`src/common/core_pkg.sv`:
```
`default_nettype none

package core_pkg;

  localparam logic [31:0] reset_pc = 32'h8000_0000;

  localparam int imem_words = 256;
  localparam int dmem_words = 256;
  localparam int imem_aw    = $clog2(imem_words);
  localparam int dmem_aw    = $clog2(dmem_words);

  typedef enum logic [3:0] {
    alu_add,
    alu_sub,
    alu_sll,
    alu_slt,
    alu_sltu,
    alu_xor,
    alu_srl,
    alu_sra,
    alu_or,
    alu_and,
    alu_pass_b
  } alu_op_e;

  typedef enum logic [2:0] {
    npc_seq,
    npc_jal,
    npc_jalr,
    npc_branch,
    npc_trap,
    npc_mret
  } npc_sel_e;

  typedef enum logic [2:0] {
    wb_alu,
    wb_pc4,
    wb_mem,
    wb_csr
  } wb_sel_e;

  typedef enum logic [1:0] {
    op2_rs2,
    op2_imm,
    op2_csr
  } op2_sel_e;

  // same encoding as load/store funct3[1:0]
  typedef enum logic [1:0] {
    size_byte = 2'b00,
    size_half = 2'b01,
    size_word = 2'b10
  } mem_size_e;

endpackage

`default_nettype wire

```
`src/design/alu.sv`:
```
`default_nettype none

module alu (
  input  core_pkg::alu_op_e op,
  input  logic [31:0]       a,
  input  logic [31:0]       b,
  output logic [31:0]       result
);
  import core_pkg::*;

  logic [4:0] shamt;

  assign shamt = b[4:0];

  always_comb begin
    case (op)
      alu_add:    result = a + b;
      alu_sub:    result = a - b;
      alu_sll:    result = a << shamt;
      alu_slt:    result = {31'd0, $signed(a) < $signed(b)};
      alu_sltu:   result = {31'd0, a < b};
      alu_xor:    result = a ^ b;
      alu_srl:    result = a >> shamt;
      alu_sra:    result = $unsigned($signed(a) >>> shamt);
      alu_or:     result = a | b;
      alu_and:    result = a & b;
      alu_pass_b: result = b;  // lui
      default:    result = '0;
    endcase
  end

endmodule

`default_nettype wire

```
`config.mk`:
```
export PLATFORM = sky130hd
export DESIGN_NAME = alu
export DESIGN_NICKNAME = d
export VERILOG_FILES = /design/src/common/core_pkg.sv /design/src/design/alu.sv
export SDC_FILE = /design/constraint.sdc
export NUM_CORES = 1
export LEC_CHECK = 0
export ABC_AREA = 0
export BUFFER_PORTS_ARGS = -buffer_cell sky130_fd_sc_hd__buf_2
export CORE_MARGIN = 3
export CORE_UTILIZATION = 45
export DETAILED_ROUTE_END_ITERATION = 12
export PLACE_DENSITY_LB_ADDON = 0.25
export SYNTH_ARGS = -nofsm -noshare
export SYNTH_HDL_FRONTEND = slang
export SYNTH_SLANG_ARGS = --single-unit
```
`constraint.sdc`:
```
create_clock -name vclk -period 6.75
set_input_delay 1.35 -clock vclk [all_inputs]
set_output_delay 1.35 -clock vclk [all_outputs]
set_load 0.05 [all_outputs]
```
; ---- After elaboration in Yosys (flattened, before gate mapping)
; Index checks and enable logic that the tools add are counted.
[word_totals]
in_bits = 68
wordCells = 22
reg_bits = 0
[op_classes]
n_lt_le_gt_ge = 2
reduce_logical = 1
shift = 3
bitwise_logic = 3
mux = 1
n_eq_ne = 10
add_sub_neg = 2
[op_table]
columns = operator, n
row1 = one-hot mux 32 bit (11 select lines), 1
row2 = < comparator 32 bit, 2
row3 = adder 32 bit, 1
row4 = bitwise AND 32 bit, 1
row5 = bitwise OR 32 bit, 1
row6 = << shifter 32 x 5 -> 32 bit, 1
row7 = >> shifter 32 x 5 -> 32 bit, 1
row8 = >>> shifter 32 x 5 -> 32 bit, 1
row9 = subtractor 32 bit, 1
row10 = XOR 32 bit, 1
row11 = "equality test 4 x 3 -> 1 bit, second input constant", 4
row12 = "equality test 4 bit, second input constant", 3
row13 = "equality test 4 x 2 -> 1 bit, second input constant", 2
row14 = "equality test 4 x 1 -> 1 bit, second input constant", 1
row15 = logical NOT 4 bit, 1

; ---- Logic depth before layout (Yosys ltp)
[depth]
word_depth = 2
depth_mapped = 15
mapped_depth_nobuf = 12

; ---- Worst setup path after synthesis
; Ideal clock, no wire load.
[synth_timing]
path_type = input to output
startpoint = input port b[2]
endpoint = output port result[29]
path_slack_ns = -0.047
n_path_buf = 4
path_stages = 13
t_arrival_ns = 5.447
path_cell_list = clkbuf_1 inv_2 buf_1 buf_1 ha_1 buf_2 a221oi_1 a21oi_1 a2111o_1 a211o_1 a31oi_1 nor3_1 o311ai_1
[synth_via]
elab_chain_len = 2
word_cells_on_any_way = 6
[synth_rtl]
columns = item, line_no
row1 = from (decl), alu.sv:6  ; input logic [31:0] b,
row2 = "subtractor 32 bit, or another cell as far along", alu.sv:18  ; alu_sub: result = a - b;
row3 = one-hot mux 32 bit (11 select lines) *, alu.sv:16  ; case (op)
row4 = to (decl), alu.sv:7  ; output logic [31:0] result
; Mark *: on every way between the ends. The rest lies on a longest branch, timed or not.

; ---- Final worst setup path
[layout_timing]
startpoint = input port a[1]
endpoint = output port result[31]
[layout_via]
elab_chain_len = 2
word_cells_on_any_way = 6
[layout_rtl]
columns = item, line_no
row1 = from (decl), alu.sv:5  ; input logic [31:0] a,
row2 = "subtractor 32 bit, or another cell as far along", alu.sv:18
row3 = one-hot mux 32 bit (11 select lines) *, alu.sv:16
; Marks and branches as above.

==> report_table.html <==
<table>
<tr><th>Metric</th><th>Value</th></tr>
<tr><th colspan="2">Status</th></tr>
<tr><td>Result of the run</td><td>completed</td></tr>
<tr><th colspan="2">STA</th></tr>
<tr><td>Unrepaired setup endpoints after global routing</td><td>false</td></tr>
<tr><td>Max-slew violation count</td><td>0</td></tr>
<tr><td>Fmax</td><td>~160 MHz</td></tr>
<tr><td>Fin Setup TNS</td><td>0 ps</td></tr>
<tr><td>Hold Violations, Final</td><td>0</td></tr>
<tr><td>Min Clock Period, post-route</td><td>6240 ps</td></tr>
<tr><td>Final cycle utilization of the critical path</td><td>between 90% and 100%</td></tr>
<tr><td>Setup violations, final</td><td>0</td></tr>
<tr><td>Max-Slew Margin vs Limit</td><td>40.0%</td></tr>
<tr><td>Slew @ Worst Pin</td><td>roughly 900 ps</td></tr>
<tr><th colspan="2">Job</th></tr>
<tr><td>Number of violations of the max-capacitance limit</td><td>0</td></tr>
<tr><th colspan="2">Min path</th></tr>
<tr><td>Hold Path Origin</td><td>b[23]</td></tr>
<tr><td>Hold crit path type</td><td>input pin to output port</td></tr>
<tr><td>Worst hold endpoint</td><td>result[23]</td></tr>
<tr><td>Hold depth</td><td>5</td></tr>
<tr><th colspan="2">Setup path</th></tr>
<tr><td>Crit path required time</td><td>5400 ps</td></tr>
<tr><td>Element type at the critical path start</td><td>input pin</td></tr>
<tr><td>Arrival @ worst endpoint</td><td>4890 ps</td></tr>
<tr><td>Kind of end point of the critical path</td><td>output port</td></tr>
<tr><td>Largest driver fanout on the critical path</td><td>8</td></tr>
<tr><td>Setup Crit Path Kind</td><td>input pin to output port</td></tr>
<tr><th colspan="2">Synthesis</th></tr>
<tr><td>Number of unique standard cell types used by synthesis</td><td>74</td></tr>
<tr><td>Cells after synthesis</td><td>1434</td></tr>
<tr><td>Synthesis warning total</td><td>0</td></tr>
<tr><td>Syn Nets</td><td>~1600</td></tr>
<tr><td>Mean instance size in the synthesized netlist</td><td>6.47 um2</td></tr>
<tr><td>Post-Synthesis Cell Area</td><td>between 9000 and 10000 um2</td></tr>
<tr><td>Sequential-to-total area share from yosys stat</td><td>0%</td></tr>
<tr><th colspan="2">Pwr</th></tr>
<tr><td>Int Pwr</td><td>318 uW</td></tr>
<tr><td>Total power divided by cell area</td><td>101 nW/um2</td></tr>
<tr><td>Net switching power</td><td>around 700 uW</td></tr>
<tr><td>Leakage power total</td><td>0.00443 uW</td></tr>
<tr><td>Gate power share</td><td>100.0%</td></tr>
<tr><td>Proportion of power drawn by the clock network</td><td>0%</td></tr>
<tr><td>Part of the total power dissipated in sequential elements</td><td>0%</td></tr>
<tr><td>Max rail drop VDD</td><td>0.0609 mV</td></tr>
<tr><td>Fraction of power spent switching nets</td><td>68.8%</td></tr>
<tr><th colspan="2">Drt</th></tr>
<tr><td>Count of TritonRoute iterations in the first routing pass</td><td>8</td></tr>
<tr><td>Routed WL per cell</td><td>27.5 um</td></tr>
<tr><td>Total wire length after detailed routing</td><td>47800 um</td></tr>
<tr><td>Via Count</td><td>12300</td></tr>
<tr><td>Violation count after the first detailed-route iteration</td><td>1826</td></tr>
<tr><td>Routed via count divided by cell count</td><td>7.07</td></tr>
<tr><td>Post-route ant nets</td><td>0</td></tr>
<tr><td>Post-detailed-route DRC marker count</td><td>0</td></tr>
<tr><th colspan="2">Clock network</th></tr>
<tr><td>Number of gates given a new drive strength after cts</td><td>0</td></tr>
<tr><td>Post-CTS Hold Fix Bufs</td><td>0</td></tr>
<tr><td>Setup Fix Bufs, Post-CTS</td><td>0</td></tr>
<tr><th colspan="2">Layout</th></tr>
<tr><td>Layout-stage area growth over the synthesis result</td><td>8.71%</td></tr>
<tr><td>Sequential cell count</td><td>0</td></tr>
<tr><td>Fillers</td><td>2130</td></tr>
<tr><td>Fraction of layout cells with a size suffix above 1</td><td>15.0%</td></tr>
<tr><td>Most common cell after layout, fill and taps aside</td><td>nor2_1</td></tr>
<tr><td>Final instance area</td><td>between 10000 and 15000 um2</td></tr>
<tr><td>Count of clock buffers in the final design</td><td>0</td></tr>
<tr><td>Count of non-filler cells in the finished layout</td><td>1742</td></tr>
<tr><td>Final Core Density</td><td>50.8%</td></tr>
<tr><td>Area occupied by registers</td><td>0 um2</td></tr>
<tr><td>Most frequent cells in the layout</td><td>nor2_1 (182), nand2_1 (141), a21oi_1 (138)</td></tr>
<tr><td>Diodes inserted</td><td>0</td></tr>
<tr><td>Number of nets in the layout</td><td>1649</td></tr>
<tr><th colspan="2">Die</th></tr>
<tr><td>I/O pins</td><td>100</td></tr>
<tr><td>Die area</td><td>22400 um2</td></tr>
<tr><td>Site row count</td><td>51</td></tr>
<tr><td>Initial Util</td><td>46.8%</td></tr>
<tr><td>Vert. Die Dim</td><td>150 um</td></tr>
<tr><td>Die Width</td><td>150 um</td></tr>
<tr><td>Core region area</td><td>19800 um2</td></tr>
<tr><th colspan="2">Global route</th></tr>
<tr><td>Met1 routing resource usage after global routing</td><td>60.3%</td></tr>
<tr><td>Wire length of the first global-routing pass</td><td>69700 um</td></tr>
<tr><td>Largest net degree at the start of global routing</td><td>90</td></tr>
<tr><td>Vias in the first global route</td><td>11100</td></tr>
<tr><td>Gr ovfl total</td><td>0</td></tr>
<tr><td>Met3 capacity usage during global routing</td><td>6.69%</td></tr>
<tr><td>GRT met2 Usage</td><td>59.7%</td></tr>
<tr><td>Number of antenna violations at the first check in global routing</td><td>1</td></tr>
<tr><td>GR peak layer</td><td>met1</td></tr>
<tr><td>Total routing usage reported by global routing</td><td>40.8%</td></tr>
<tr><th colspan="2">Place</th></tr>
<tr><td>Total placed instance area</td><td>10100 um2</td></tr>
<tr><td>Placed wire-length estimate</td><td>37900 um</td></tr>
<tr><td>Dpl cells</td><td>1742</td></tr>
<tr><td>Number of input and output port buffers inserted</td><td>100</td></tr>
<tr><td>GPL Wtd Cong</td><td>approximately 1.1</td></tr>
</table>
-- through the flow --
| stage | hold slack (ps) | total power, uW | setup WS [ps] |
|---|---|---|---|
| after floorplan | 3170 | 657 | 75.5 |
| after global placement | 3380 | 977 | 681 |
| after detailed placement | 3380 | 975 | 587 |
| after CTS | 3380 | 980 | 586 |
| after global routing | 3410 | 1070 | 321 |
| final | 3400 | 1020 | 506 |
-- power by group through the flow --
stage	combinational (uW)	sequential, uW	clock (uW)
after floorplan	657	0	0
after global placement	977	0	0
after detailed placement	975	0	0
after CTS	980	0	0
after global routing	1070	0	0
final	1020	0	0
-- metal layers --
layer	wire length (um)	vias to the layer above	share of wire, %
li1	-	5428	-
met5	13	-	0.027
met2	19600	926	41
met3	6400	126	13
met4	2140	2	4.5
met1	19700	5838	41
-- kinds of logic after synthesis --
logic type,Yosys count,share of synthesized area (%)
buffers and inverters,214,9.30
muxes,98,14.6
xor gates and xnor gates,14,1.32
adders and majority gates,102,13.9
and+or+nand+nor,494,24.2
AOI/OAI and AO/OA,512,36.7
-- synthesized netlist by cell type (20+ instances only) --
cell type,number,area (um2)
nor2_1,183,687
nand2_1,141,529
a21oi_1,138,691
o21ai_0,108,541
inv_1,103,387
ha_1,100,1250
clkbuf_1,73,274
mux2i_1,55,551
nor3_1,40,200
o211ai_1,35,263
mux4_2,27,608
nand3_1,27,135
buf_2,21,105
a221oi_1,20,175
-- area by class of cell --
cell class                 count  area (um2)  share of cell area (%)
tap                          265         332                    3.29
inverter                     104         390                    3.87
multi-input combinational   1220        8440                    83.7
timing repair buffer         153         926                    9.18
-- worst max-delay path by stage --
stage | from | end | slack [ps] | cells past startpoint
2_1_floorplan | b[2] | result[22] | 80 | 15
3_3_place_gp | a[1] | result[31] | 680 | 13
3_5_place_dp | a[1] | result[31] | 590 | 13
4_1_cts | a[1] | result[31] | 590 | 13
5_1_grt | a[1] | result[31] | 320 | 13
6_report | a[1] | result[31] | 510 | 13
-- worst max-delay path: stages --
cell and delay (ps):
buf_2 180, inv_1 140, ha_1 340, or2_2 290
a221oi_1 460, a21oi_1 160, a2111o_1 470, a211o_1 380
a31oi_1 210, nor3_1 80, o311ai_0 340, o32a_1 220
buf_2 260
(Power assumes the default switching activity.)
