File: src/common/isa_pkg.sv
`default_nettype none

package isa_pkg;

  localparam logic [6:0] op_lui    = 7'b0110111;
  localparam logic [6:0] op_auipc  = 7'b0010111;
  localparam logic [6:0] op_jal    = 7'b1101111;
  localparam logic [6:0] op_jalr   = 7'b1100111;
  localparam logic [6:0] op_branch = 7'b1100011;
  localparam logic [6:0] op_load   = 7'b0000011;
  localparam logic [6:0] op_store  = 7'b0100011;
  localparam logic [6:0] op_imm    = 7'b0010011;
  localparam logic [6:0] op_reg    = 7'b0110011;
  localparam logic [6:0] op_system = 7'b1110011;

  // alu funct3
  localparam logic [2:0] f3_add  = 3'b000;
  localparam logic [2:0] f3_sll  = 3'b001;
  localparam logic [2:0] f3_slt  = 3'b010;
  localparam logic [2:0] f3_sltu = 3'b011;
  localparam logic [2:0] f3_xor  = 3'b100;
  localparam logic [2:0] f3_sr   = 3'b101;  // srl / sra by funct7
  localparam logic [2:0] f3_or   = 3'b110;
  localparam logic [2:0] f3_and  = 3'b111;

  // branch funct3
  localparam logic [2:0] f3_beq  = 3'b000;
  localparam logic [2:0] f3_bne  = 3'b001;
  localparam logic [2:0] f3_blt  = 3'b100;
  localparam logic [2:0] f3_bge  = 3'b101;
  localparam logic [2:0] f3_bltu = 3'b110;
  localparam logic [2:0] f3_bgeu = 3'b111;

  // system funct3 and funct12
  localparam logic [2:0]  f3_priv   = 3'b000;
  localparam logic [2:0]  f3_csrrw  = 3'b001;
  localparam logic [2:0]  f3_csrrs  = 3'b010;
  localparam logic [11:0] f12_ecall  = 12'h000;
  localparam logic [11:0] f12_ebreak = 12'h001;
  localparam logic [11:0] f12_mret   = 12'h302;

  localparam logic [11:0] csr_mtvec  = 12'h305;
  localparam logic [11:0] csr_mepc   = 12'h341;
  localparam logic [11:0] csr_mcause = 12'h342;

  localparam logic [31:0] ecall_cause = 32'd11;  // env call from M-mode

  typedef struct packed {
    logic [6:0] funct7;
    logic [4:0] rs2;
    logic [4:0] rs1;
    logic [2:0] funct3;
    logic [4:0] rd;
    logic [6:0] opcode;
  } r_fmt_t;

  typedef struct packed {
    logic [11:0] imm;
    logic [4:0]  rs1;
    logic [2:0]  funct3;
    logic [4:0]  rd;
    logic [6:0]  opcode;
  } i_fmt_t;

  typedef struct packed {
    logic [6:0] imm_hi;
    logic [4:0] rs2;
    logic [4:0] rs1;
    logic [2:0] funct3;
    logic [4:0] imm_lo;
    logic [6:0] opcode;
  } s_fmt_t;

  typedef struct packed {
    logic       imm12;
    logic [5:0] imm10_5;
    logic [4:0] rs2;
    logic [4:0] rs1;
    logic [2:0] funct3;
    logic [3:0] imm4_1;
    logic       imm11;
    logic [6:0] opcode;
  } b_fmt_t;

  typedef struct packed {
    logic [19:0] imm;
    logic [4:0]  rd;
    logic [6:0]  opcode;
  } u_fmt_t;

  typedef struct packed {
    logic       imm20;
    logic [9:0] imm10_1;
    logic       imm11;
    logic [7:0] imm19_12;
    logic [4:0] rd;
    logic [6:0] opcode;
  } j_fmt_t;

  // one instruction word, six ways to read it
  typedef union packed {
    r_fmt_t r_fmt;
    i_fmt_t i_fmt;
    s_fmt_t s_fmt;
    b_fmt_t b_fmt;
    u_fmt_t u_fmt;
    j_fmt_t j_fmt;
  } instr_t;

endpackage

`default_nettype wire

File: src/design/reg_heap.sv
`default_nettype none

module reg_heap (
  input  logic        clk,
  input  logic        rst,
  input  logic [4:0]  rs1,
  input  logic [4:0]  rs2,
  input  logic [4:0]  rd,
  input  logic        r_wen,
  input  logic [31:0] wdata,
  input  logic [11:0] csr_addr,
  input  logic        csr_wen,
  input  logic [31:0] csr_wdata,
  input  logic        ecall,
  input  logic [31:0] pc,
  output logic [31:0] src1,
  output logic [31:0] src2,
  output logic [31:0] csr_rdata,
  output logic [31:0] mtvec,
  output logic [31:0] mepc
);
  import isa_pkg::*;

  logic [31:0] rf [32];
  logic [31:0] mcause;

  assign src1 = rf[rs1];
  assign src2 = rf[rs2];

  always_comb begin
    case (csr_addr)
      csr_mtvec:  csr_rdata = mtvec;
      csr_mepc:   csr_rdata = mepc;
      csr_mcause: csr_rdata = mcause;
      default:    csr_rdata = '0;
    endcase
  end

  always_ff @(posedge clk) begin
    if (rst) begin
      for (int i = 0; i < 32; i++) rf[i] <= '0;
      mtvec  <= '0;
      mepc   <= '0;
      mcause <= '0;
    end else begin
      if (r_wen) rf[rd] <= wdata;
      if (ecall) begin
        mepc   <= pc;  // trap entry
        mcause <= ecall_cause;
      end else if (csr_wen) begin
        case (csr_addr)
          csr_mtvec:  mtvec  <= csr_wdata;
          csr_mepc:   mepc   <= csr_wdata;
          csr_mcause: mcause <= csr_wdata;
          default: ;
        endcase
      end
    end
  end

endmodule

`default_nettype wire

File: config.mk
export PLATFORM = sky130hd
export DESIGN_NAME = reg_heap
export DESIGN_NICKNAME = d
export VERILOG_FILES = /design/src/common/isa_pkg.sv /design/src/design/reg_heap.sv
export SDC_FILE = /design/constraint.sdc
export NUM_CORES = 2
export LEC_CHECK = 0
export BUFFER_PORTS_ARGS = -buffer_cell sky130_fd_sc_hd__buf_2
export CORE_MARGIN = 3
export CORE_UTILIZATION = 45
export CTS_CLUSTER_DIAMETER = 120
export DETAILED_ROUTE_END_ITERATION = 6
export GPL_TIMING_DRIVEN = 0
export PLACE_DENSITY = 0.63
export SLEW_MARGIN = 20
export SYNTH_ARGS = -nofsm -noshare
export SYNTH_HDL_FRONTEND = slang
export SYNTH_SLANG_ARGS = --single-unit
File: constraint.sdc
create_clock -name clk -period 3.1 [get_ports clk]
set_clock_uncertainty 0.05 [all_clocks]
set_input_delay 0 -clock clk [delete_from_list [all_inputs] [get_ports clk]]
set_output_delay 0 -clock clk [all_outputs]
set_load 0.01 [all_outputs]
# Word level (Yosys, flattened, before mapping)
# Memories as Yosys holds them, arrays and structs flattened.
# Index checks and enable logic that the tools add are counted.
[totals] elab_cells=33 output_inout_bits=160 mem_bits_rw=1024 reg_bits=96 in_bits=128 n_memories=1
[memory_table] name="rf" depth=32 width=32 read_ports=2 rd_clocked_by_memory_dff=0 write_ports=32 line_no="reg_heap.sv:24" source="logic [31:0] rf [32];"
[op_classes] n_mux=15 reduce_logical=9 eq_ne=3 n_bitwise=1
[ops] cell="32-bit two-way mux" count=4
[ops] cell="32-bit case mux with 3 select lines" count=1
[ops] cell="12-bit by 10-bit == test with 1-bit output (second input constant)" count=3
[ops] cell="32-bit OR reduction" count=1
[ops] cell="4-bit two-way mux" count=3
[ops] cell="1-bit two-way mux" count=6
[ops] cell="2-bit AND reduction" count=3
[ops] cell="2-bit nonzero test" count=3
[ops] cell="5-bit two-way mux" count=1
[ops] cell="3-bit AND reduction" count=1
[ops] cell="2-bit OR reduction" count=1
[ops] cell="1-bit NOT" count=1

# Logic depth before layout (Yosys ltp)
[logic_depth] depth_word=5 depth_mapped=8 mapped_depth_nobuf=5

# Worst setup path before layout
# Ideal clock, no wire load.
[synth_timing] path_type="input port to flip-flop" start="input rst" end="memory rf[12][0], enable pin" n_path_buf=1 required_ns=2.675 setup_slack_ns=1.356 cell_stages=5 arrival_time_ns=1.320 setup_time_ns=0.375 path_cell_list="nand2b_1 or3_1 clkbuf_1 nor2_1 or2_2"
[synth_rtl] item="start: declaration" line_no="reg_heap.sv:5" source="input logic rst,"
[synth_rtl] item="end: declaration" line_no="reg_heap.sv:24"

# Worst setup path after layout
[layout_timing] start="input rs1[1]" end="output src1[31]"
[layout_between] elab_chain_cells=1
[layout_rtl] item="start: declaration" line_no="reg_heap.sv:6" source="input logic [4:0] rs1,"
[layout_rtl] item="memory 32 x 32 bit"
[layout_rtl] item="end: declaration" line_no="reg_heap.sv:16" source="output logic [31:0] src1,"
# Every way passes these cells.

==> flow_metrics.tcl <==
set metrics [dict create \
    post_synthesis_mean_instance_area_sq_um 11.55 \
    nets 5918 \
    cts_htree_levels 3 \
    crit_path_cell_trace "buf_2 > buf_2 > buf_2 > buf_2 > mux2i_1 > nand2_1 > a31oi_1 > nand3_1 > buf_2" \
    n_fill_cell 11568 \
    clk_path_buf_depth 3 \
    cp_max_delay_cell "buf_2" \
    cp_top_family "buffers and inverters" \
    ys.warnings.count 0 \
    portBuffers 285 \
    worst_pin_slew_ps 1242 \
    drcViolationCount 8 \
    static-leakage-power_nw 27.55 \
    register_area_sq_um 32670 \
    netlist_instances 5190 \
    final-instance-count-excl-fill 7661 \
    synth_register_bits 1120 \
    drt-initial-drc-count 6091 \
    setup_slack_of_the_critical_path_after_layout_ps -66.90 \
    synth_cell_type_count 36 \
    cts_post_setup_buffers_inserted 0 \
    final_common_cell "and2_1" \
    yosysSeqAreaShare 0.5449 \
    critPathRequiredTime_ps 3050 \
    vdd.ir_drop.worst_v 0.0004679 \
    critical-path-top-cell-by-count "buf_2" \
    worstSkewPairLatency_ps 760 \
    grt_antenna_before_repair 38 \
    post_drt_via_cell_ratio 6.127 \
    report.final.setup_viol 7 \
    period_needed_ps 3167 \
    clkSlewWorstSetupHoldPaths_ps 60 \
    numClockSinks 1120 \
    area_of_the_multi_input_gates_sq_um 25090 \
    synthesis.nets 5318 \
    routed_wirelength_microns 238100 \
    root_buffer "clkbuf_16" \
    power.density_cell_area_nw_per_um2 527.6 \
    initial_utilization 0.4543 \
    r2r_setup_slack_ps 1610 \
    final-hold-violation-count 0 \
    gp_congestion 0.9574 \
    ant_nets_after_route 0 \
    endpoint_kind "primary output" \
    die_x_microns 371.0 \
    cts-buffers-inserted 120 \
    setup.worst_path.start_class "primary input" \
    first_global_vias 46637 \
    crit_path_max_incr_delay_ps 600 \
    run_status "finished with violations" \
    commonest_cells_after_routing_fill_and_taps_aside "and2_1, mux2i_1, edfxtp_1" \
    synth_top_flop_cell "edfxtp_1" \
    fin_crit_sh 1.022 \
    core_ar_sq_um 132000 \
    detailroute.via_count 46942 \
    worst-endpoint-arrival_ps 3120 \
    violated_checks "design-rule violations, negative setup slack" \
    grt_max_degree 33 \
    synth_edf_count 1024 \
    tns_ps -298.0 \
    syn_to_final_growth_pct 15.89 \
    final_layout_size_suffix_gt1_frac 0.1113 \
    first_pass_grt_wire_length_microns 330500 \
    row_count 133 \
    io_pins 288 \
    route.detailed.wl_per_inst_microns 31.08 \
    fmax_mhz 315.8 \
    max_cap_violation_count 0 \
    rsz0062_at_grt "false" \
    global_routing_usage_summed_across_all_routing_layers 0.3393 \
    post_synth_instance_area_sq_um 59950 \
    preCtsSetupSlack_ps 22.90 \
    placed_cell_area_sq_um 63740 \
    maxSlewHeadroom 0.1689 \
    placed_instances 7236 \
    floorplan.die.height_microns 371.0 \
    share_of_flip_flops_with_an_asynchronous_set_or_reset 0 \
    critical_path.max_fanout 10 \
    critPathBufInv 5 \
    total_power_consumption_of_the_routed_design_mw 36.66 \
    final_cell_area_sq_um 69480 \
    worstSetupPathType "primary input to primary output" \
    firstDrtPassIters 7 \
    hold_class "primary input to flip-flop" \
    cts_tree "done" \
    slew_limit_fails 0 \
    die_area_sq_um 137600 \
    grt.overflow.total 0 \
    dpl.hpwl_microns 171000 \
]
kinds of logic after synthesis:
group	share of synthesized area
AND/OR/NAND/NOR	0.1654
buffers and inverters	0.03786
multiplexers	0.1710
AO/OA/AOI/OAI	0.08087
flip-flops	0.5449
worst reg2reg max path: cells and delay by family (launching register included):
kind,cells,cell delay [ps]
DFF,1,460
and+or+nand+nor,1,80
buffers and inverters,1,580
AOI/OAI and AO/OA,1,280
repair_timing:
| action | 4_1_cts | 5_1_grt |
|---|---|---|
| endpoints found under the hold margin | 649 | 0 |
| hold buffers | 187 | 0 |
| setup endpoints to repair | 0 | 3 |
| gates resized for setup | 0 | 5 |
power breakdown:
group	total, mW	internal (mW)	switching [mW]
logic	4.71	1.54	3.17
clock network	14.3	7.93	6.33
registers	17.7	17.3	0.428
flip-flops by register name (all words and copies together) (netlist names):
name	count
mcause	32
mepc	32
rf	1024
mtvec	32
path summary, 6_finish.rpt:
kind | from | cells past startpoint | to
worst max-delay path | rs1[1] | 9 | src1[31]
worst min-delay path | csr_wdata[1] | 4 | mcause[1]$_SDFFE_PP0P_
worst max register to register | mepc[8]$_SDFFE_PP0P_ | 3 | mepc[8]$_SDFFE_PP0P_
worst min register to register | mcause[13]$_SDFFE_PP0P_ | 2 | mcause[13]$_SDFFE_PP0P_
metrics by stage:
stage               hold slack [ps]    util
floorplan                     85.96       -
global placement              224.9  0.4818
detailed placement            227.8  0.4831
CTS                          0.7027  0.5259
global route                  25.55  0.5262
finish                        37.95  0.5265
layer usage:
metal | up-vias | track usage | share of wire
met5 | - | 0 | 0.00091
met4 | 34 | 0.1898 | 0.060
met3 | 692 | 0.09120 | 0.11
met2 | 2868 | 0.5457 | 0.46
met1 | 23241 | 0.4134 | 0.37
li1 | 20107 | - | -
cell usage after synthesis (71+ instances only):
cell / n / area share
edfxtp_1: 1024 / 0.51
a22oi_1: 192 / 0.024
clkbuf_1: 332 / 0.021
mux2i_1: 1024 / 0.17
and2_1: 1026 / 0.11
dfxtp_1: 96 / 0.032
nand2_1: 391 / 0.024
a22o_1: 128 / 0.019
nand3_1: 195 / 0.016
nor2_1: 71 / 0.0044
buf_2: 121 / 0.010
a21oi_1: 253 / 0.021
cell type report:
cell class,instances,share of cell area
Antenna cell,19,0.0006843
Buffer,496,0.03099
Clock buffer,157,0.04792
Clock inverter,62,0.006555
Inverter,33,0.001783
Multi-Input combinational cell,3541,0.3611
Sequential cell,1120,0.4702
Tap cell,1755,0.03160
Timing Repair Buffer,478,0.04916
Power figures use the tool's default switching activity.
