[src/common/isa_pkg.sv]
`default_nettype none

package isa_pkg;

  localparam logic [6:0] op_lui    = 7'b0110111;
  localparam logic [6:0] op_auipc  = 7'b0010111;
  localparam logic [6:0] op_jal    = 7'b1101111;
  localparam logic [6:0] op_jalr   = 7'b1100111;
  localparam logic [6:0] op_branch = 7'b1100011;
  localparam logic [6:0] op_load   = 7'b0000011;
  localparam logic [6:0] op_store  = 7'b0100011;
  localparam logic [6:0] op_imm    = 7'b0010011;
  localparam logic [6:0] op_reg    = 7'b0110011;
  localparam logic [6:0] op_system = 7'b1110011;

  // alu funct3
  localparam logic [2:0] f3_add  = 3'b000;
  localparam logic [2:0] f3_sll  = 3'b001;
  localparam logic [2:0] f3_slt  = 3'b010;
  localparam logic [2:0] f3_sltu = 3'b011;
  localparam logic [2:0] f3_xor  = 3'b100;
  localparam logic [2:0] f3_sr   = 3'b101;  // srl / sra by funct7
  localparam logic [2:0] f3_or   = 3'b110;
  localparam logic [2:0] f3_and  = 3'b111;

  // branch funct3
  localparam logic [2:0] f3_beq  = 3'b000;
  localparam logic [2:0] f3_bne  = 3'b001;
  localparam logic [2:0] f3_blt  = 3'b100;
  localparam logic [2:0] f3_bge  = 3'b101;
  localparam logic [2:0] f3_bltu = 3'b110;
  localparam logic [2:0] f3_bgeu = 3'b111;

  // system funct3 and funct12
  localparam logic [2:0]  f3_priv   = 3'b000;
  localparam logic [2:0]  f3_csrrw  = 3'b001;
  localparam logic [2:0]  f3_csrrs  = 3'b010;
  localparam logic [11:0] f12_ecall  = 12'h000;
  localparam logic [11:0] f12_ebreak = 12'h001;
  localparam logic [11:0] f12_mret   = 12'h302;

  localparam logic [11:0] csr_mtvec  = 12'h305;
  localparam logic [11:0] csr_mepc   = 12'h341;
  localparam logic [11:0] csr_mcause = 12'h342;

  localparam logic [31:0] ecall_cause = 32'd11;  // env call from M-mode

  typedef struct packed {
    logic [6:0] funct7;
    logic [4:0] rs2;
    logic [4:0] rs1;
    logic [2:0] funct3;
    logic [4:0] rd;
    logic [6:0] opcode;
  } r_fmt_t;

  typedef struct packed {
    logic [11:0] imm;
    logic [4:0]  rs1;
    logic [2:0]  funct3;
    logic [4:0]  rd;
    logic [6:0]  opcode;
  } i_fmt_t;

  typedef struct packed {
    logic [6:0] imm_hi;
    logic [4:0] rs2;
    logic [4:0] rs1;
    logic [2:0] funct3;
    logic [4:0] imm_lo;
    logic [6:0] opcode;
  } s_fmt_t;

  typedef struct packed {
    logic       imm12;
    logic [5:0] imm10_5;
    logic [4:0] rs2;
    logic [4:0] rs1;
    logic [2:0] funct3;
    logic [3:0] imm4_1;
    logic       imm11;
    logic [6:0] opcode;
  } b_fmt_t;

  typedef struct packed {
    logic [19:0] imm;
    logic [4:0]  rd;
    logic [6:0]  opcode;
  } u_fmt_t;

  typedef struct packed {
    logic       imm20;
    logic [9:0] imm10_1;
    logic       imm11;
    logic [7:0] imm19_12;
    logic [4:0] rd;
    logic [6:0] opcode;
  } j_fmt_t;

  // one instruction word, six ways to read it
  typedef union packed {
    r_fmt_t r_fmt;
    i_fmt_t i_fmt;
    s_fmt_t s_fmt;
    b_fmt_t b_fmt;
    u_fmt_t u_fmt;
    j_fmt_t j_fmt;
  } instr_t;

endpackage

`default_nettype wire

[src/common/core_pkg.sv]
`default_nettype none

package core_pkg;

  localparam logic [31:0] reset_pc = 32'h8000_0000;

  localparam int imem_words = 256;
  localparam int dmem_words = 256;
  localparam int imem_aw    = $clog2(imem_words);
  localparam int dmem_aw    = $clog2(dmem_words);

  typedef enum logic [3:0] {
    alu_add,
    alu_sub,
    alu_sll,
    alu_slt,
    alu_sltu,
    alu_xor,
    alu_srl,
    alu_sra,
    alu_or,
    alu_and,
    alu_pass_b
  } alu_op_e;

  typedef enum logic [2:0] {
    npc_seq,
    npc_jal,
    npc_jalr,
    npc_branch,
    npc_trap,
    npc_mret
  } npc_sel_e;

  typedef enum logic [2:0] {
    wb_alu,
    wb_pc4,
    wb_mem,
    wb_csr
  } wb_sel_e;

  typedef enum logic [1:0] {
    op2_rs2,
    op2_imm,
    op2_csr
  } op2_sel_e;

  // same encoding as load/store funct3[1:0]
  typedef enum logic [1:0] {
    size_byte = 2'b00,
    size_half = 2'b01,
    size_word = 2'b10
  } mem_size_e;

endpackage

`default_nettype wire

[src/idu/idu.sv]
`default_nettype none

module idu (
  input  isa_pkg::instr_t       inst,
  output logic [31:0]           imm,
  output logic [4:0]            rs1,
  output logic [4:0]            rs2,
  output logic [4:0]            rd,
  output logic                  r_wen,
  output core_pkg::wb_sel_e     wb_sel,
  output core_pkg::op2_sel_e    op2_sel,
  output logic                  op1_pc,
  output core_pkg::alu_op_e     alu_op,
  output core_pkg::npc_sel_e    npc_sel,
  output logic                  mem_ren,
  output logic                  mem_wen,
  output core_pkg::mem_size_e   mem_size,
  output logic                  mem_sext,
  output logic [11:0]           csr_addr,
  output logic                  csr_wen,
  output logic                  ecall,
  output logic                  halt
);
  import core_pkg::*;
  import isa_pkg::*;

  logic [2:0] funct3;
  logic       alt;  // funct7 bit 5
  logic       wen;

  function automatic alu_op_e alu_from_f3(input logic [2:0] f3, input logic sub_sra);
    alu_op_e op;
    case (f3)
      f3_add:  op = sub_sra ? alu_sub : alu_add;
      f3_sll:  op = alu_sll;
      f3_slt:  op = alu_slt;
      f3_sltu: op = alu_sltu;
      f3_xor:  op = alu_xor;
      f3_sr:   op = sub_sra ? alu_sra : alu_srl;
      f3_or:   op = alu_or;
      default: op = alu_and;
    endcase
    return op;
  endfunction

  assign funct3   = inst.r_fmt.funct3;
  assign alt      = inst.r_fmt.funct7[5];
  assign rs1      = inst.r_fmt.rs1;
  assign rs2      = inst.r_fmt.rs2;
  assign rd       = inst.r_fmt.rd;
  assign csr_addr = inst.i_fmt.imm;
  assign r_wen    = wen && (rd != 5'd0);  // x0 stays zero

  always_comb begin
    imm      = '0;
    wen      = 1'b0;
    wb_sel   = wb_alu;
    op2_sel  = op2_rs2;
    op1_pc   = 1'b0;
    alu_op   = alu_add;
    npc_sel  = npc_seq;
    mem_ren  = 1'b0;
    mem_wen  = 1'b0;
    mem_size = mem_size_e'(funct3[1:0]);
    mem_sext = !funct3[2];
    csr_wen  = 1'b0;
    ecall    = 1'b0;
    halt     = 1'b0;
    case (inst.r_fmt.opcode)
      op_lui, op_auipc: begin
        imm     = {inst.u_fmt.imm, 12'b0};
        wen     = 1'b1;
        op2_sel = op2_imm;
        op1_pc  = (inst.r_fmt.opcode == op_auipc);
        alu_op  = op1_pc ? alu_add : alu_pass_b;
      end
      op_jal: begin
        imm     = {{11{inst.j_fmt.imm20}}, inst.j_fmt.imm20, inst.j_fmt.imm19_12,
                   inst.j_fmt.imm11, inst.j_fmt.imm10_1, 1'b0};
        wen     = 1'b1;
        wb_sel  = wb_pc4;
        npc_sel = npc_jal;
      end
      op_jalr: begin
        imm     = {{20{inst.i_fmt.imm[11]}}, inst.i_fmt.imm};
        wen     = 1'b1;
        wb_sel  = wb_pc4;
        op2_sel = op2_imm;
        npc_sel = npc_jalr;
      end
      op_branch: begin
        imm     = {{19{inst.b_fmt.imm12}}, inst.b_fmt.imm12, inst.b_fmt.imm11,
                   inst.b_fmt.imm10_5, inst.b_fmt.imm4_1, 1'b0};
        npc_sel = npc_branch;
        if (funct3[2]) alu_op = funct3[1] ? alu_sltu : alu_slt;
        else alu_op = alu_sub;
      end
      op_load: begin
        imm     = {{20{inst.i_fmt.imm[11]}}, inst.i_fmt.imm};
        wen     = 1'b1;
        wb_sel  = wb_mem;
        op2_sel = op2_imm;
        mem_ren = 1'b1;
      end
      op_store: begin
        imm     = {{20{inst.s_fmt.imm_hi[6]}}, inst.s_fmt.imm_hi, inst.s_fmt.imm_lo};
        op2_sel = op2_imm;
        mem_wen = 1'b1;
      end
      op_imm: begin
        imm     = {{20{inst.i_fmt.imm[11]}}, inst.i_fmt.imm};
        wen     = 1'b1;
        op2_sel = op2_imm;
        alu_op  = alu_from_f3(funct3, alt && (funct3 == f3_sr));
      end
      op_reg: begin
        wen    = 1'b1;
        alu_op = alu_from_f3(funct3, alt);
      end
      op_system: begin
        case (funct3)
          f3_priv: begin
            ecall = (inst.i_fmt.imm == f12_ecall);
            halt  = (inst.i_fmt.imm == f12_ebreak);
            if (ecall) npc_sel = npc_trap;
            else if (inst.i_fmt.imm == f12_mret) npc_sel = npc_mret;
          end
          f3_csrrw: begin
            wen     = 1'b1;
            wb_sel  = wb_csr;
            op2_sel = op2_imm;  // rs1 + 0
            csr_wen = 1'b1;
          end
          f3_csrrs: begin
            wen     = 1'b1;
            wb_sel  = wb_csr;
            op2_sel = op2_csr;
            alu_op  = alu_or;
            csr_wen = 1'b1;
          end
          default: ;
        endcase
      end
      default: ;  // unknown opcode, no-op
    endcase
  end

endmodule

`default_nettype wire

[config.mk]
export PLATFORM = sky130hd
export DESIGN_NAME = idu
export DESIGN_NICKNAME = d
export VERILOG_FILES = /design/src/common/isa_pkg.sv /design/src/common/core_pkg.sv /design/src/idu/idu.sv
export SDC_FILE = /design/constraint.sdc
export NUM_CORES = 1
export LEC_CHECK = 0
export BUFFER_PORTS_ARGS = -buffer_cell sky130_fd_sc_hd__buf_2
export CAP_MARGIN = 40
export CORE_ASPECT_RATIO = 1.2
export CORE_MARGIN = 2
export CORE_UTILIZATION = 39
export DETAILED_ROUTE_END_ITERATION = 12
export MAX_ROUTING_LAYER = met4
export PLACE_DENSITY = 0.9
export SYNTH_ARGS = -nofsm -noshare
export SYNTH_HDL_FRONTEND = slang
export SYNTH_SLANG_ARGS = --single-unit
[constraint.sdc]
create_clock -name vclk -period 2
set_input_delay 0.1 -clock vclk [all_inputs]
set_output_delay 0.1 -clock vclk [all_outputs]
set_load 0.01 [all_outputs]
After elaboration in Yosys (flattened, before gate mapping)
Cells that the tools add are included.
- bits of input ports: 32
- flip-flop bits (word level): 0
- logic and storage cells: 60
- multiplexer cells: 30
- equal/unequal tests: 18
- reductions and logical operators: 12
- operators with widths (cell ; number):
    $pmux 32 s5 ; 1
    $pmux 4 s7 ; 2
    $eq 7x7->1 const B ; 4
    $eq 7x6->1 const B ; 3
    $pmux 4 s5 ; 1
    $mux 3 ; 5
    $eq 7x5->1 const B ; 2
    $mux 1 ; 13
    $eq 12x1->1 const B ; 1
    $eq 12x10->1 const B ; 1
    $logic_not 12->1 ; 1
    $pmux 3 s4 ; 1
    $eq 3x3->1 const B ; 3
    $mux 4 ; 2
    $pmux 2 s2 ; 2
    $eq 7x2->1 const B ; 1
    $reduce_or 7->1 ; 1
    $eq 3x2->1 const B ; 2
    $pmux 2 s3 ; 1
    $reduce_or 2->1 ; 3
    $reduce_or 6->1 ; 1
    $reduce_bool 5->1 ; 1
    $eq 3x1->1 const B ; 1
    $logic_not 3->1 ; 1
    5 further kinds ; 6

Logic depth before layout (Yosys ltp)
- depth after elaboration: 5
- depth in mapped cells: 6
- gate-level depth less buffers: 4

Worst setup path before layout
Ideal clock, no wire load.
- path type: input -> output
- start point: input port inst[4] (netlist bit)
- end point: output port imm[20]
- data arrival time: 1196 ps
- buffers on the path: 2
- setup slack: 704 ps
- data required time: 1900 ps
- cell stages on the path: 6
- cells stage by stage: buf_2 > mux2_2 > o22ai_4 > and2_1 > buf_4 > a21o_1
- cells in the longest elaborated chain, start to end: 3
- elaborated cells on any way between the ends: 11
- classes of those cells: eq/ne: 8; mux: 1; reduce/logical: 2
- RTL lines (element ; line ; text):
    from (decl) ; idu.sv:4 ; input isa_pkg::instr_t inst,
    $eq 7x5->1, or another cell as far along ; idu.sv:69 ; case (inst.r_fmt.opcode)
    $reduce_or 3->1 (no source line) / $reduce_or 2->1 (equally long branches) ; n/a ;
    $pmux 32 s5 (*) ; idu.sv:69 ;
    to (decl) ; idu.sv:5 ; output logic [31:0] imm,
Every way passes the cells marked *; elsewhere a longest branch is shown, timed or not.

Worst setup path in the final report
- start point: input port inst[5] (netlist bit)
- end point: output port imm[24]
The elaborated chain is that of the path after synthesis.

==> results.ini <==
[floorplanning]
core.rowCount=20
core_um2=2527
io_pins=113
die_h_um=60.26
die_area_um2=3066
start_util_pct=40.69
die_w_um=50.88

[place]
post-place-cells=254
place.gp.congestion=0.8757
io_buffer_count=112
place_ws_ns=0.2741
dp_hpwl_um=2701

[routing]
via_per_inst=5.087
drt_iter0_markers=9
wire_per_inst_um=12.64
first_pass_iters=4
wirelength_um=3211
drtAntennaViolNets=0
drc_errors=0
vias=1292

[synth]
syn-num-nets=178
yosys_warnings=0
netlist_area_um2=1028
yosys-top-cells-area=buf_4 23%, a21o_1 15%, a22o_1 5.1%, and2_1 4.9%, nor3_1 2.9%
synth_top_area_share_pct=23.36
syn_avg_cell_area_um2=7.044
netlist_instances=146
synth_top_area_cell=buf_4
synth.distinct_cells=45
seq_area_frac_synth_pct=0

[sta]
hold_viol=0
worst_slew_pin_slew_ns=0.5400
fin_ws_ns=0.2837
holdWs_ns=0.4006
layout_worst_path_cycle_share_pct=85.81
rsz0062_at_grt=no
drv_slew=0
post-route-min-period_ns=1.716
setup_violations=0
maxSlewHeadroom_pct=64.00
setup_tns_ns=0
clock.fmax_mhz=582.7

[critical_path]
crit_type=in2out
crit_path_start_kind=primary input
arrival_ns=1.62
critPathMaxFanout=12
crit_required_ns=1.90
crit_path_end_kind=primary output

[finish]
seq_cells=0
antennaDiodeCount=0
final_common_cell=buf_2
fin_cells=254
most-common-layout-cells=112 x buf_2, 21 x a21o_1, 8 x nor2_1, 8 x and2_1
multiInputGateArea_um2=738.2
drive_gt1_share_pct=57.01
num-clock-buffers=0
num-nets-final=255
syn2layout_area_growth_pct=33.58
fillers=272
regArea_um2=0

[clocking]
hold_buffers=0
cts_setup_buffers=0
postCtsResizedCells=0

[power]
p_per_area_nw_per_um2=146.9
p_leak_uw=0.0009653
power_uw=201.8
ir_drop_mv=0.08502

[global_route]
antenna_found_initial=0
grt_max_degree=14
grtUsageTotal_pct=19.65
grt_overflow_total=0
grt_pass1_vias=1068
grt_pass1_wl_um=4705

[flow_run]
max_cap_viol_count=0

[hold_path]
hp-class=in2out

[status]
outcome=finished clean

==> where the power goes <==
part / total [uW] / internal [uW] / switching (uW)
sequential: 0 / 0 / 0
combinational: 202 / 82.8 / 119
clock: 0 / 0 / 0
total: 202 / 82.8 / 119
==> routing by layer <==
| metal | GRT usage (%) | part of all wire [%] | up-vias |
|---|---|---|---|
| met2 | 37.78 | 51 | 63 |
| met3 | 1.250 | 6.9 | 2 |
| met5 | - | 0 | - |
| met4 | 0.7722 | 0.53 | 0 |
| li1 | - | - | 657 |
| met1 | 23.51 | 42 | 570 |
==> through the flow <==
stage,util (%),area [um2]
2_1_floorplan,-,1028
3_3_place_gp,54.36,1374
3_5_place_dp,54.36,1374
4_1_cts,54.36,1374
5_1_grt,54.36,1374
6_report,54.36,1374
==> final timing paths <==
check                 startpoint       to  slack (ns)  cells past startpoint
worst min-delay path    inst[19]   rs1[4]        0.40                      2
worst max-delay path     inst[5]  imm[24]        0.28                      6
==> final cells by class <==
class                           instances  share of cell area, %
Timing Repair Buffer                  114                  41.89
Tap cell                               33                  3.005
Inverter                                5                  1.366
Multi-Input combinational cell        102                  53.73
==> Yosys cell counts, types with 2 or more instances <==
master / n
a211o_1: 2
a21oi_1: 2
a211oi_1: 2
buf_4: 32
a22o_1: 6
o21ai_0: 3
buf_2: 4
nor3_1: 6
a21o_1: 21
and2_1: 8
or3_1: 2
nand3_1: 3
nor4_1: 4
clkbuf_1: 3
and3_1: 2
mux2_2: 2
nor2_1: 8
nand2_1: 5
inv_1: 5
==> cells by family (layout without fill, tap and decap cells) <==
group | after synthesis | in the layout | synth area share (%)
AND/OR/NAND/NOR | 50 | 50 | 29.56
AO/OA/AOI/OAI | 48 | 48 | 38.81
buffers and inverters | 44 | 119 | 28.22
multiplexers | 2 | 2 | 2.190
other | 1 | 1 | 0.3646
XOR/XNOR | 1 | 1 | 0.8517
==> critical path, cell delays in order <==
cell and delay, ns:
buf_2 0.21, mux2_2 0.41, o22ai_4 0.23, and2_1 0.40
a21o_1 0.13, buf_2 0.12
Note: power is estimated with default switching activity, not from simulation.
